--- config.mk ---
export PLATFORM = sky130hd
export DESIGN_NAME = fetch_stage
export DESIGN_NICKNAME = d
export VERILOG_FILES = /design/src/fetch_pkg.sv /design/src/fetch_pc.sv /design/src/imem_stall.sv /design/src/inst_decode.sv /design/src/raw_detector.sv /design/src/fetch_ctrl.sv /design/src/fetch_stage.sv
export SDC_FILE = /design/constraint.sdc
export NUM_CORES = 2
export LEC_CHECK = 0
export CAP_MARGIN = 10
export CORE_MARGIN = 2
export CORE_UTILIZATION = 25
export DETAILED_ROUTE_END_ITERATION = 7
export DONT_BUFFER_PORTS = 1
export MAX_ROUTING_LAYER = met4
export PLACE_DENSITY = 0.4
export REMOVE_ABC_BUFFERS = 1
export SLEW_MARGIN = 25
export SYNTH_ARGS = -nofsm -noshare
export SYNTH_HDL_FRONTEND = slang
export SYNTH_SLANG_ARGS = --single-unit
--- constraint.sdc ---
create_clock -name clk -period 5.4 [get_ports clk]
set_input_delay 0.27 -clock clk [delete_from_list [all_inputs] [get_ports clk]]
set_output_delay 0.27 -clock clk [all_outputs]
set_load 0.05 [all_outputs]
--- src/fetch_pkg.sv ---
// Fetch stage shared definitions: word types, opcode codes, decode classes and timing constants
`default_nettype none

package fetch_pkg;

   ////////////////////////////////////////////////////////////
   // Widths and word types
   ////////////////////////////////////////////////////////////

   localparam int WORD_W = 16;
   localparam int REG_W  = 3;
   localparam int OP_W   = 5;

   // Instruction or byte address
   typedef logic [WORD_W-1:0] word_t;
   // One of eight registers
   typedef logic [REG_W-1:0]  reg_idx_t;
   // Top five bits of an instruction
   typedef logic [OP_W-1:0]   opcode_t;

   ////////////////////////////////////////////////////////////
   // Opcodes and decode classes
   ////////////////////////////////////////////////////////////

   localparam opcode_t OP_HALT = 5'b00000;
   localparam opcode_t OP_NOP  = 5'b00001;

   // Bubble word, NOP opcode with every other field zero (0x0800)
   localparam word_t NOP_WORD = {OP_NOP, {(WORD_W-OP_W){1'b0}}};

   // Jumps and branches share this prefix
   localparam logic [2:0] JUMP_CLASS  = 3'b001;
   // Register-register ALU group, rd in bits 4:2
   localparam logic [3:0] CLS_RR      = 4'b1101;
   // Compares, also rd in bits 4:2
   localparam logic [2:0] CLS_CMP     = 3'b111;
   // Immediate ALU and immediate shift groups, rd in bits 7:5
   localparam logic [2:0] CLS_IMM_ALU = 3'b010;
   localparam logic [2:0] CLS_IMM_SHF = 3'b101;

   // Memory and load-immediate opcodes
   localparam opcode_t OP_ST   = 5'b10000;
   localparam opcode_t OP_LD   = 5'b10001;
   localparam opcode_t OP_SLBI = 5'b10010;
   localparam opcode_t OP_STU  = 5'b10011;
   localparam opcode_t OP_LBI  = 5'b11000;
   // Bit reverse, single source but writes rd in 4:2
   localparam opcode_t OP_BTR  = 5'b11001;

   ////////////////////////////////////////////////////////////
   // Fetch timing
   ////////////////////////////////////////////////////////////

   // Bubbles after a jump-class word
   localparam int    JUMP_SHADOW = 3;
   // Cycles from an issued HALT to the dump strobe
   localparam int    HALT_DELAY  = 4;
   // Byte step between sequential instructions
   localparam word_t PC_STEP     = 16'd2;

endpackage

`default_nettype wire

--- src/fetch_pc.sv ---
// Program counter register with sequential incrementer and redirect select
`timescale 1ns/1ps
`default_nettype none

module fetch_pc (
   input  logic             clk,
   input  logic             rst,
   // Freeze request from fetch control
   input  logic             hold,
   // Redirect strobe from a later stage
   input  logic             squash,
   input  logic             pc_src,
   input  fetch_pkg::word_t jump_pc,
   output fetch_pkg::word_t pc,
   // pc plus one instruction, also sent down the pipe
   output fetch_pkg::word_t pc_next_seq
);
   import fetch_pkg::*;

   word_t pc_new;
   logic  pc_load;

   ////////////////////////////////////////////////////////////
   // Next address
   ////////////////////////////////////////////////////////////

   assign pc_next_seq = pc + PC_STEP;

   // Redirect target wins over the sequential address
   assign pc_new = pc_src ? jump_pc : pc_next_seq;

   // Squash must land even while fetch is frozen
   assign pc_load = ~hold | squash;

   ////////////////////////////////////////////////////////////
   // PC register
   ////////////////////////////////////////////////////////////

   always_ff @(posedge clk) begin
      if (rst) begin
         pc <= '0;
      end else if (pc_load) begin
         pc <= pc_new;
      end
   end

endmodule

`default_nettype wire

--- src/imem_stall.sv ---
// Word-addressed instruction memory with programmable wait states, alignment flag and load port
`timescale 1ns/1ps
`default_nettype none

module imem_stall #(
   parameter int IMEM_WORDS   = 256,
   parameter int IMEM_LATENCY = 1
) (
   input  logic             clk,
   input  logic             rst,
   // Read side, byte address from the PC
   input  fetch_pkg::word_t addr,
   output fetch_pkg::word_t instr,
   output logic             done,
   output logic             mem_err,
   // Program load port
   input  logic             load_we,
   input  fetch_pkg::word_t load_addr,
   input  fetch_pkg::word_t load_data
);
   import fetch_pkg::*;

   localparam int IDX_W = $clog2(IMEM_WORDS);
   // Wide enough to hold IMEM_LATENCY-1, never zero bits
   localparam int CNT_W = $clog2(IMEM_LATENCY + 1);
   localparam logic [CNT_W-1:0] WAIT_MAX = CNT_W'(IMEM_LATENCY - 1);

   word_t            mem [IMEM_WORDS];
   logic [IDX_W-1:0] rd_idx;
   logic [IDX_W-1:0] wr_idx;
   word_t            addr_q;
   logic             addr_moved;
   logic [CNT_W-1:0] wait_cnt;
   logic [CNT_W-1:0] stable;

   ////////////////////////////////////////////////////////////
   // Storage
   ////////////////////////////////////////////////////////////

   // Byte addresses, so bit 0 never selects a word
   assign rd_idx = addr[IDX_W:1];
   assign wr_idx = load_addr[IDX_W:1];

   // Asynchronous read
   assign instr = mem[rd_idx];

   always_ff @(posedge clk) begin
      if (load_we) begin
         mem[wr_idx] <= load_data;
      end
   end

   // Odd address is an alignment fault
   assign mem_err = addr[0];

   ////////////////////////////////////////////////////////////
   // Wait-state counter
   ////////////////////////////////////////////////////////////

   // New address restarts the wait
   assign addr_moved = (addr != addr_q);

   // Cycles the current address has already been held
   assign stable = addr_moved ? '0 : wait_cnt;

   // Latency 1 gives WAIT_MAX of zero, so done stays high
   assign done = (stable >= WAIT_MAX);

   always_ff @(posedge clk) begin
      if (rst) begin
         addr_q   <= '0;
         wait_cnt <= '0;
      end else begin
         addr_q <= addr;
         // Saturate once the word is ready
         if (stable < WAIT_MAX) begin
            wait_cnt <= stable + 1'b1;
         end else begin
            wait_cnt <= stable;
         end
      end
   end

endmodule

`default_nettype wire

--- src/inst_decode.sv ---
// Register field decode: sources of the fetched word and destination of the word in execute
`timescale 1ns/1ps
`default_nettype none

module inst_decode (
   // Word just read from memory
   input  fetch_pkg::word_t    instr,
   // Word currently in execute
   input  fetch_pkg::word_t    instr_in_x,
   output fetch_pkg::reg_idx_t rs,
   output fetch_pkg::reg_idx_t rt,
   output logic                rs_v,
   output logic                rt_v,
   output fetch_pkg::reg_idx_t dst_x,
   output logic                dst_x_v
);
   import fetch_pkg::*;

   opcode_t op;
   opcode_t op_x;

   assign op   = instr[15:11];
   assign op_x = instr_in_x[15:11];

   ////////////////////////////////////////////////////////////
   // Source fields of the fetched word
   ////////////////////////////////////////////////////////////

   assign rs = instr[10:8];
   assign rt = instr[7:5];

   // No rs for HALT/NOP group or for immediate jumps (J, JAL)
   assign rs_v = (op[4:2] != 3'b000) && !((op[4:2] == JUMP_CLASS) && op[0]);

   // rt read by stores, compares and register-register ops
   assign rt_v = (op[4:1] == CLS_RR) || (op[4:2] == CLS_CMP) ||
                 (op == OP_ST) || (op == OP_STU);

   ////////////////////////////////////////////////////////////
   // Destination of the word in execute
   ////////////////////////////////////////////////////////////

   always_comb begin
      dst_x   = '0;
      dst_x_v = 1'b0;
      // Three-register forms
      if ((op_x[4:1] == CLS_RR) || (op_x[4:2] == CLS_CMP) || (op_x == OP_BTR)) begin
         dst_x   = instr_in_x[4:2];
         dst_x_v = 1'b1;
      // Immediate forms, rd sits where rt would be
      end else if ((op_x[4:2] == CLS_IMM_ALU) || (op_x[4:2] == CLS_IMM_SHF) ||
                   (op_x == OP_LD)) begin
         dst_x   = instr_in_x[7:5];
         dst_x_v = 1'b1;
      // Load-immediate writes the rs field
      end else if ((op_x == OP_LBI) || (op_x == OP_SLBI)) begin
         dst_x   = instr_in_x[10:8];
         dst_x_v = 1'b1;
      end
      // Stores, jumps, HALT and NOP write nothing
   end

endmodule

`default_nettype wire

--- src/raw_detector.sv ---
// Read-after-write check of two source registers against one pending destination
`timescale 1ns/1ps
`default_nettype none

module raw_detector (
   // Sources of the word being fetched
   input  fetch_pkg::reg_idx_t src1,
   input  fetch_pkg::reg_idx_t src2,
   input  logic                src1_v,
   input  logic                src2_v,
   // Destination still in flight
   input  fetch_pkg::reg_idx_t dst,
   input  logic                dst_v,
   output logic                raw
);

   logic hit1;
   logic hit2;

   ////////////////////////////////////////////////////////////
   // Per-source compare
   ////////////////////////////////////////////////////////////

   // A source only counts when the opcode actually reads it
   assign hit1 = src1_v && (src1 == dst);
   assign hit2 = src2_v && (src2 == dst);

   // Nothing to wait for if the older word writes no register
   assign raw = dst_v && (hit1 || hit2);

endmodule

`default_nettype wire

--- src/fetch_ctrl.sv ---
// Fetch control: bubble and hold decisions, jump shadow, halt countdown and dump strobe
`timescale 1ns/1ps
`default_nettype none

module fetch_ctrl (
   input  logic             clk,
   input  logic             rst,
   // Word leaving fetch this cycle, already NOP when not taken
   input  fetch_pkg::word_t instr_sel,
   input  logic             done,
   input  logic             raw_d,
   input  logic             raw_x,
   input  logic             squash,
   input  logic             mem_stall,
   input  logic             mem_err,
   output logic             bubble,
   output logic             hold_pc,
   output logic             dump
);
   import fetch_pkg::*;

   opcode_t                op_sel;
   logic                   take;
   logic                   jump_start;
   logic                   halt_start;
   // Bit k set means the jump left fetch k+1 cycles ago
   logic [JUMP_SHADOW-1:0] jump_sr;
   // Bit k set means the HALT left fetch k+1 cycles ago
   logic [HALT_DELAY-1:0]  halt_sr;
   // Sticky stop after HALT or alignment fault
   logic                   halted;

   assign op_sel = instr_sel[15:11];

   ////////////////////////////////////////////////////////////
   // Bubble and hold
   ////////////////////////////////////////////////////////////

   // Hazards, jump shadow, memory wait, or fetch stopped
   assign bubble = raw_d | raw_x | (|jump_sr) | ~done | halted;

   // Real word goes down the pipe this cycle
   assign take = ~(bubble | squash);

   // PC moves again in the last shadow cycle
   assign hold_pc = (bubble & ~jump_sr[JUMP_SHADOW-1]) | halted | mem_stall;

   ////////////////////////////////////////////////////////////
   // Events seen on the outgoing word
   ////////////////////////////////////////////////////////////

   // NOP never matches the jump prefix
   assign jump_start = (op_sel[4:2] == JUMP_CLASS);

   // Odd address stops fetch the same way a HALT does
   assign halt_start = take & ((op_sel == OP_HALT) | mem_err);

   ////////////////////////////////////////////////////////////
   // Shift registers and stop flag
   ////////////////////////////////////////////////////////////

   always_ff @(posedge clk) begin
      if (rst) begin
         jump_sr <= '0;
         halt_sr <= '0;
         halted  <= 1'b0;
      end else if (!mem_stall) begin
         if (squash) begin
            // Younger words are gone, so is anything they started
            jump_sr <= '0;
            halt_sr <= '0;
            halted  <= 1'b0;
         end else begin
            jump_sr <= {jump_sr[JUMP_SHADOW-2:0], jump_start};
            halt_sr <= {halt_sr[HALT_DELAY-2:0], halt_start};
            halted  <= halted | halt_start;
         end
      end
   end

   // Fires the cycle after the countdown bit reaches the end
   // Held back during a stall, the bit waits in place
   always_ff @(posedge clk) begin
      if (rst) begin
         dump <= 1'b0;
      end else begin
         dump <= halt_sr[HALT_DELAY-1] & ~mem_stall & ~squash;
      end
   end

endmodule

`default_nettype wire

--- src/fetch_stage.sv ---
// Instruction fetch stage: PC, stalling instruction memory, RAW checks and fetch-to-decode registers
`timescale 1ns/1ps
`default_nettype none

module fetch_stage #(
   parameter int IMEM_WORDS   = 256,
   parameter int IMEM_LATENCY = 1
) (
   input  logic                clk,
   input  logic                rst,
   // Redirect from a later stage
   input  logic                pc_src,
   input  fetch_pkg::word_t    jump_pc,
   input  logic                squash,
   input  logic                mem_stall,
   // Destination of the word in decode
   input  fetch_pkg::reg_idx_t dst1,
   input  logic                valid1,
   // Word in execute
   input  fetch_pkg::word_t    instr_in_x,
   // Program load
   input  logic                load_we,
   input  fetch_pkg::word_t    load_addr,
   input  fetch_pkg::word_t    load_data,
   // Toward decode
   output fetch_pkg::word_t    instr_out,
   output fetch_pkg::word_t    incr_pc,
   output logic                dump,
   output logic                unaligned_error_out
);
   import fetch_pkg::*;

   word_t    pc;
   word_t    pc_next_seq;
   word_t    instr;
   word_t    instr_sel;
   logic     done;
   logic     mem_err;
   logic     bubble;
   logic     hold_pc;
   logic     take;
   reg_idx_t rs;
   reg_idx_t rt;
   logic     rs_v;
   logic     rt_v;
   reg_idx_t dst_x;
   logic     dst_x_v;
   logic     raw_d;
   logic     raw_x;

   ////////////////////////////////////////////////////////////
   // PC and memory
   ////////////////////////////////////////////////////////////

   fetch_pc u_pc (
      .clk         (clk),
      .rst         (rst),
      .hold        (hold_pc),
      .squash      (squash),
      .pc_src      (pc_src),
      .jump_pc     (jump_pc),
      .pc          (pc),
      .pc_next_seq (pc_next_seq)
   );

   imem_stall #(
      .IMEM_WORDS   (IMEM_WORDS),
      .IMEM_LATENCY (IMEM_LATENCY)
   ) u_imem (
      .clk       (clk),
      .rst       (rst),
      .addr      (pc),
      .instr     (instr),
      .done      (done),
      .mem_err   (mem_err),
      .load_we   (load_we),
      .load_addr (load_addr),
      .load_data (load_data)
   );

   ////////////////////////////////////////////////////////////
   // Hazard detection
   ////////////////////////////////////////////////////////////

   inst_decode u_dec (
      .instr      (instr),
      .instr_in_x (instr_in_x),
      .rs         (rs),
      .rt         (rt),
      .rs_v       (rs_v),
      .rt_v       (rt_v),
      .dst_x      (dst_x),
      .dst_x_v    (dst_x_v)
   );

   // Against the word one stage ahead, in decode
   raw_detector u_raw_d (
      .src1   (rs),
      .src2   (rt),
      .src1_v (rs_v),
      .src2_v (rt_v),
      .dst    (dst1),
      .dst_v  (valid1),
      .raw    (raw_d)
   );

   // Against the word two stages ahead, in execute
   raw_detector u_raw_x (
      .src1   (rs),
      .src2   (rt),
      .src1_v (rs_v),
      .src2_v (rt_v),
      .dst    (dst_x),
      .dst_v  (dst_x_v),
      .raw    (raw_x)
   );

   ////////////////////////////////////////////////////////////
   // Control and word select
   ////////////////////////////////////////////////////////////

   fetch_ctrl u_ctrl (
      .clk       (clk),
      .rst       (rst),
      .instr_sel (instr_sel),
      .done      (done),
      .raw_d     (raw_d),
      .raw_x     (raw_x),
      .squash    (squash),
      .mem_stall (mem_stall),
      .mem_err   (mem_err),
      .bubble    (bubble),
      .hold_pc   (hold_pc),
      .dump      (dump)
   );

   assign take      = ~(bubble | squash);
   assign instr_sel = take ? instr : NOP_WORD;

   ////////////////////////////////////////////////////////////
   // Fetch-to-decode registers
   ////////////////////////////////////////////////////////////

   always_ff @(posedge clk) begin
      if (rst) begin
         instr_out           <= NOP_WORD;
         incr_pc             <= '0;
         unaligned_error_out <= 1'b0;
      end else if (!mem_stall) begin
         instr_out           <= instr_sel;
         incr_pc             <= pc_next_seq;
         // Fault travels only with a word that really issued
         unaligned_error_out <= take & mem_err;
      end
   end

endmodule

`default_nettype wire

==> metrics.md <==
| Metric | Value |
|---|---|
| Remaining DRCs | 0 |
| Sequential-to-total area share from yosys stat | a little under 80% |
| Gr usage total | 17.3% |
| First drt pass iteration count | 8 |
| Clock root cell | clkbuf_16 |
| Post-synth EDFFs | approximately 4100 |
| Syn Inst Count | around 7400 |
| Clock-pin slew on the worst setup and hold paths | roughly 60 ps |
| Worst Setup Path Type | register to register |
| Initial antenna violation count | 63 |
| Yosys top cell by area | edfxtp_1 |
| First-pass GRT wire length | 755000 microns |
| FF+latch count, synth | 4162 |
| Clk_skew | 93.5 ps |
| Synthesized area | roughly 160000 sq um |
| H-tree depth | 5 |
| Gr ovfl total | 0 |
| Fin. Hold Viols | 0 |
| Cts bufs inserted | 446 |
| Layout Cells excl Fill | between 15000 and 20000 |
| Power per cell area | 390 nW/um^2 |
| Placed cell count | approximately 16000 |
| Post-synth top flop | edfxtp_1 |
| DRT antenna net count | 0 |
| Latest clock arrival within the worst-skew pair | 1050 ps |
| Crit end category | register |
| Synth cell types | 85 |
| Overall Power | 74.9 mW |
| Core Util, Final | about 30% |
| Initial Util | 25.1% |
| Placement Setup Slack | -319 ps |
| Worst setup SP type | register |
| DIE AREA | 651000 sq um |
| Placer Congestion | 0.828 |
| Period minus WS final | 5360 ps |
| Max-slew violation count | 0 |
| Period utilization | 99.2% |
| Pleak | 58.1 nW |
| 1st-iter DRT viols | between 10000 and 15000 |
| Layout Nets | 8229 |
| Worst hold path class | input pin to register |
| CTS Buffer Depth | 4 |
| YS warnings | 0 |
| RSZ-0062 raised after global routing | no |
| PortBufs | 0 |
| Most common cell in the netlist | edfxtp_1 |
| Setup ws final | 42.3 ps |
| Synth top cells by count | edfxtp_1 (4096), mux4_2 (933), mux2i_1 (405), nor2_1 (358), a22oi_1 (185) |
| Vias | 82300 |
| DR WL/cell | 32.9 microns |
| Maxcap violations | 0 |
| Final setup vio count | 0 |
| Slew HR | under 10% |
| Outcome | finished clean |
| Post-DP HPWL | between 300000 and 400000 microns |
| Largest net degree at the start of global routing | ~260 |
| DRT Wirelength | 565000 microns |
| Share of cells above drive strength 1 | 29.8% |
| Achievable Freq | 187 MHz |
| Synth Area per Inst | 21.7 sq um |
| Die Ht | 807 microns |
| Synth area leaders | edfxtp_1 (76%), mux4_2 (13%), mux2i_1 (2.5%) |
| Vias in the first global route | around 82000 |
| Worst VDD drop | 0.000304 V |
| CTS tree | yes |
| Async S/R FF share, synth | 0% |
| DR vias/cell | 4.79 |
| Measured slew at the worst slew-check pin | 1410 ps |
| Io pins | 108 |
| Crit Path Max Fanout | 52 |
| Core area | 642000 sq um |
| Yosys top cell area share | 76.3% |
| Area grow syn2layout | 19.3% |
| Std-Cell Rows | a little under 300 |
| Die extent in x | a little over 800 microns |
| Clock sink count | 4162 |
| CP arrival | 6220 ps |
| Hold WS | between 100 and 150 ps |
| Worst path required time | about 6300 ps |
==> worst max-delay path, stage by stage, from the launching register on <==
cell and delay, ps:
dfxtp_4 640, buf_12 410, buf_4 500, mux4_2 290, nand2_1 170, a32oi_1 680, o32ai_1 210, buf_4 220
or3_1 430, buf_12 150, a2111o_1 310, o211ai_2 270, nand2_4 280, buf_12 250, mux2i_1 170, nor2_1 80
==> logic make-up after synthesis <==
group	Yosys count	synth area share [%]
flip-flops	4162	77.2
multiplexers	1393	16.2
AND/OR/NAND/NOR	819	2.33
AO/OA/AOI/OAI	571	2.52
buffers and inverters	447	1.65
XOR/XNOR	18	0.0979
adder cells (fa/ha/maj)	1	0.00776
==> power breakdown <==
part | switching (mW) | internal [mW] | total, mW
clock | 13.1 | 17.0 | 30.1
combinational | 5.60 | 3.37 | 8.97
sequential | 0.258 | 35.6 | 35.8
total | 18.9 | 56.0 | 74.9
==> what timing repair did <==
item / in CTS / in global routing
hold buffers: 89 / 0
buffers inserted: 0 / 2
resized for setup: 6 / 6
hold endpoints to repair: 4520 / 0
gates cloned: 0 / 1
pin swaps: 0 / 1
setup endpoints to repair: 43 / 11
==> layer usage <==
| layer | wire length [microns] | vias up | share of wire (%) | GRT usage, % |
|---|---|---|---|---|
| li1 | - | 32900 | - | - |
| met1 | 253000 | 45600 | 45 | 24.2 |
| met2 | 264000 | 3031 | 47 | 27.1 |
| met3 | 32200 | 692 | 5.7 | 2.18 |
| met4 | 15100 | 0 | 2.7 | 4.08 |
| met5 | 0 | - | 0 | - |
==> through the flow <==
stage / cell area (sq um) / setup TNS, ps
final: 192000 / 0
after global routing: 192000 / 0
after CTS: 191000 / 0
after detailed placement: 176000 / -7470
after global placement: 176000 / -9130
after floorplan: 159000 / -1838990
==> registers in the layout (all words and copies together), names as in the netlist, named ones only <==
register and count:
u_ctrl.halted 1, incr_pc 16, unaligned_error_out 1, u_pc.pc 16
u_ctrl.dump 1, u_imem.mem 4096, instr_out 16, u_ctrl.halt_sr 4
u_ctrl.jump_sr 3
==> layout make-up <==
cell class	instances	area, sq um
diodes	46	115
clock buffers	566	11800
clock inverters	264	2370
fillers	62300	449000
inverters	12	53.8
multi-input cells	2802	35300
flip-flops and latches	4162	124000
well taps	8584	10700
repair buffers	730	7490
==> layout by cell type (no fill, tap or decap), types with 40 or more instances in the layout <==
cell type	n
clkinv_2	93
nor2_2	176
nor2_4	60
clkinv_1	106
dlygate4sd3_1	68
mux4_2	933
buf_4	545
mux2i_1	405
o22ai_1	51
nor2_1	122
a22oi_1	185
buf_12	61
buf_16	53
o21ai_0	40
clkbuf_1	106
edfxtp_1	4096
a21oi_1	83
diode_2	46
nand2_1	149
nand3_1	106
clkbuf_16	452
dfxtp_1	53
==> path summary, 6_finish.rpt <==
| kind | startpoint | endpoint | slack [ps] | cells past startpoint |
|---|---|---|---|---|
| max | register | u_pc.pc[15] | 40 | 15 |
| min | load_addr[3] | u_imem.mem[13][10] | 100 | 3 |
| min reg2reg | u_ctrl.halt_sr[0] | u_ctrl.halt_sr[0] | 470 | 2 |
| max reg2reg | register | u_pc.pc[15] | 40 | 15 |
No activity file was read; power rests on OpenSTA's default activity.
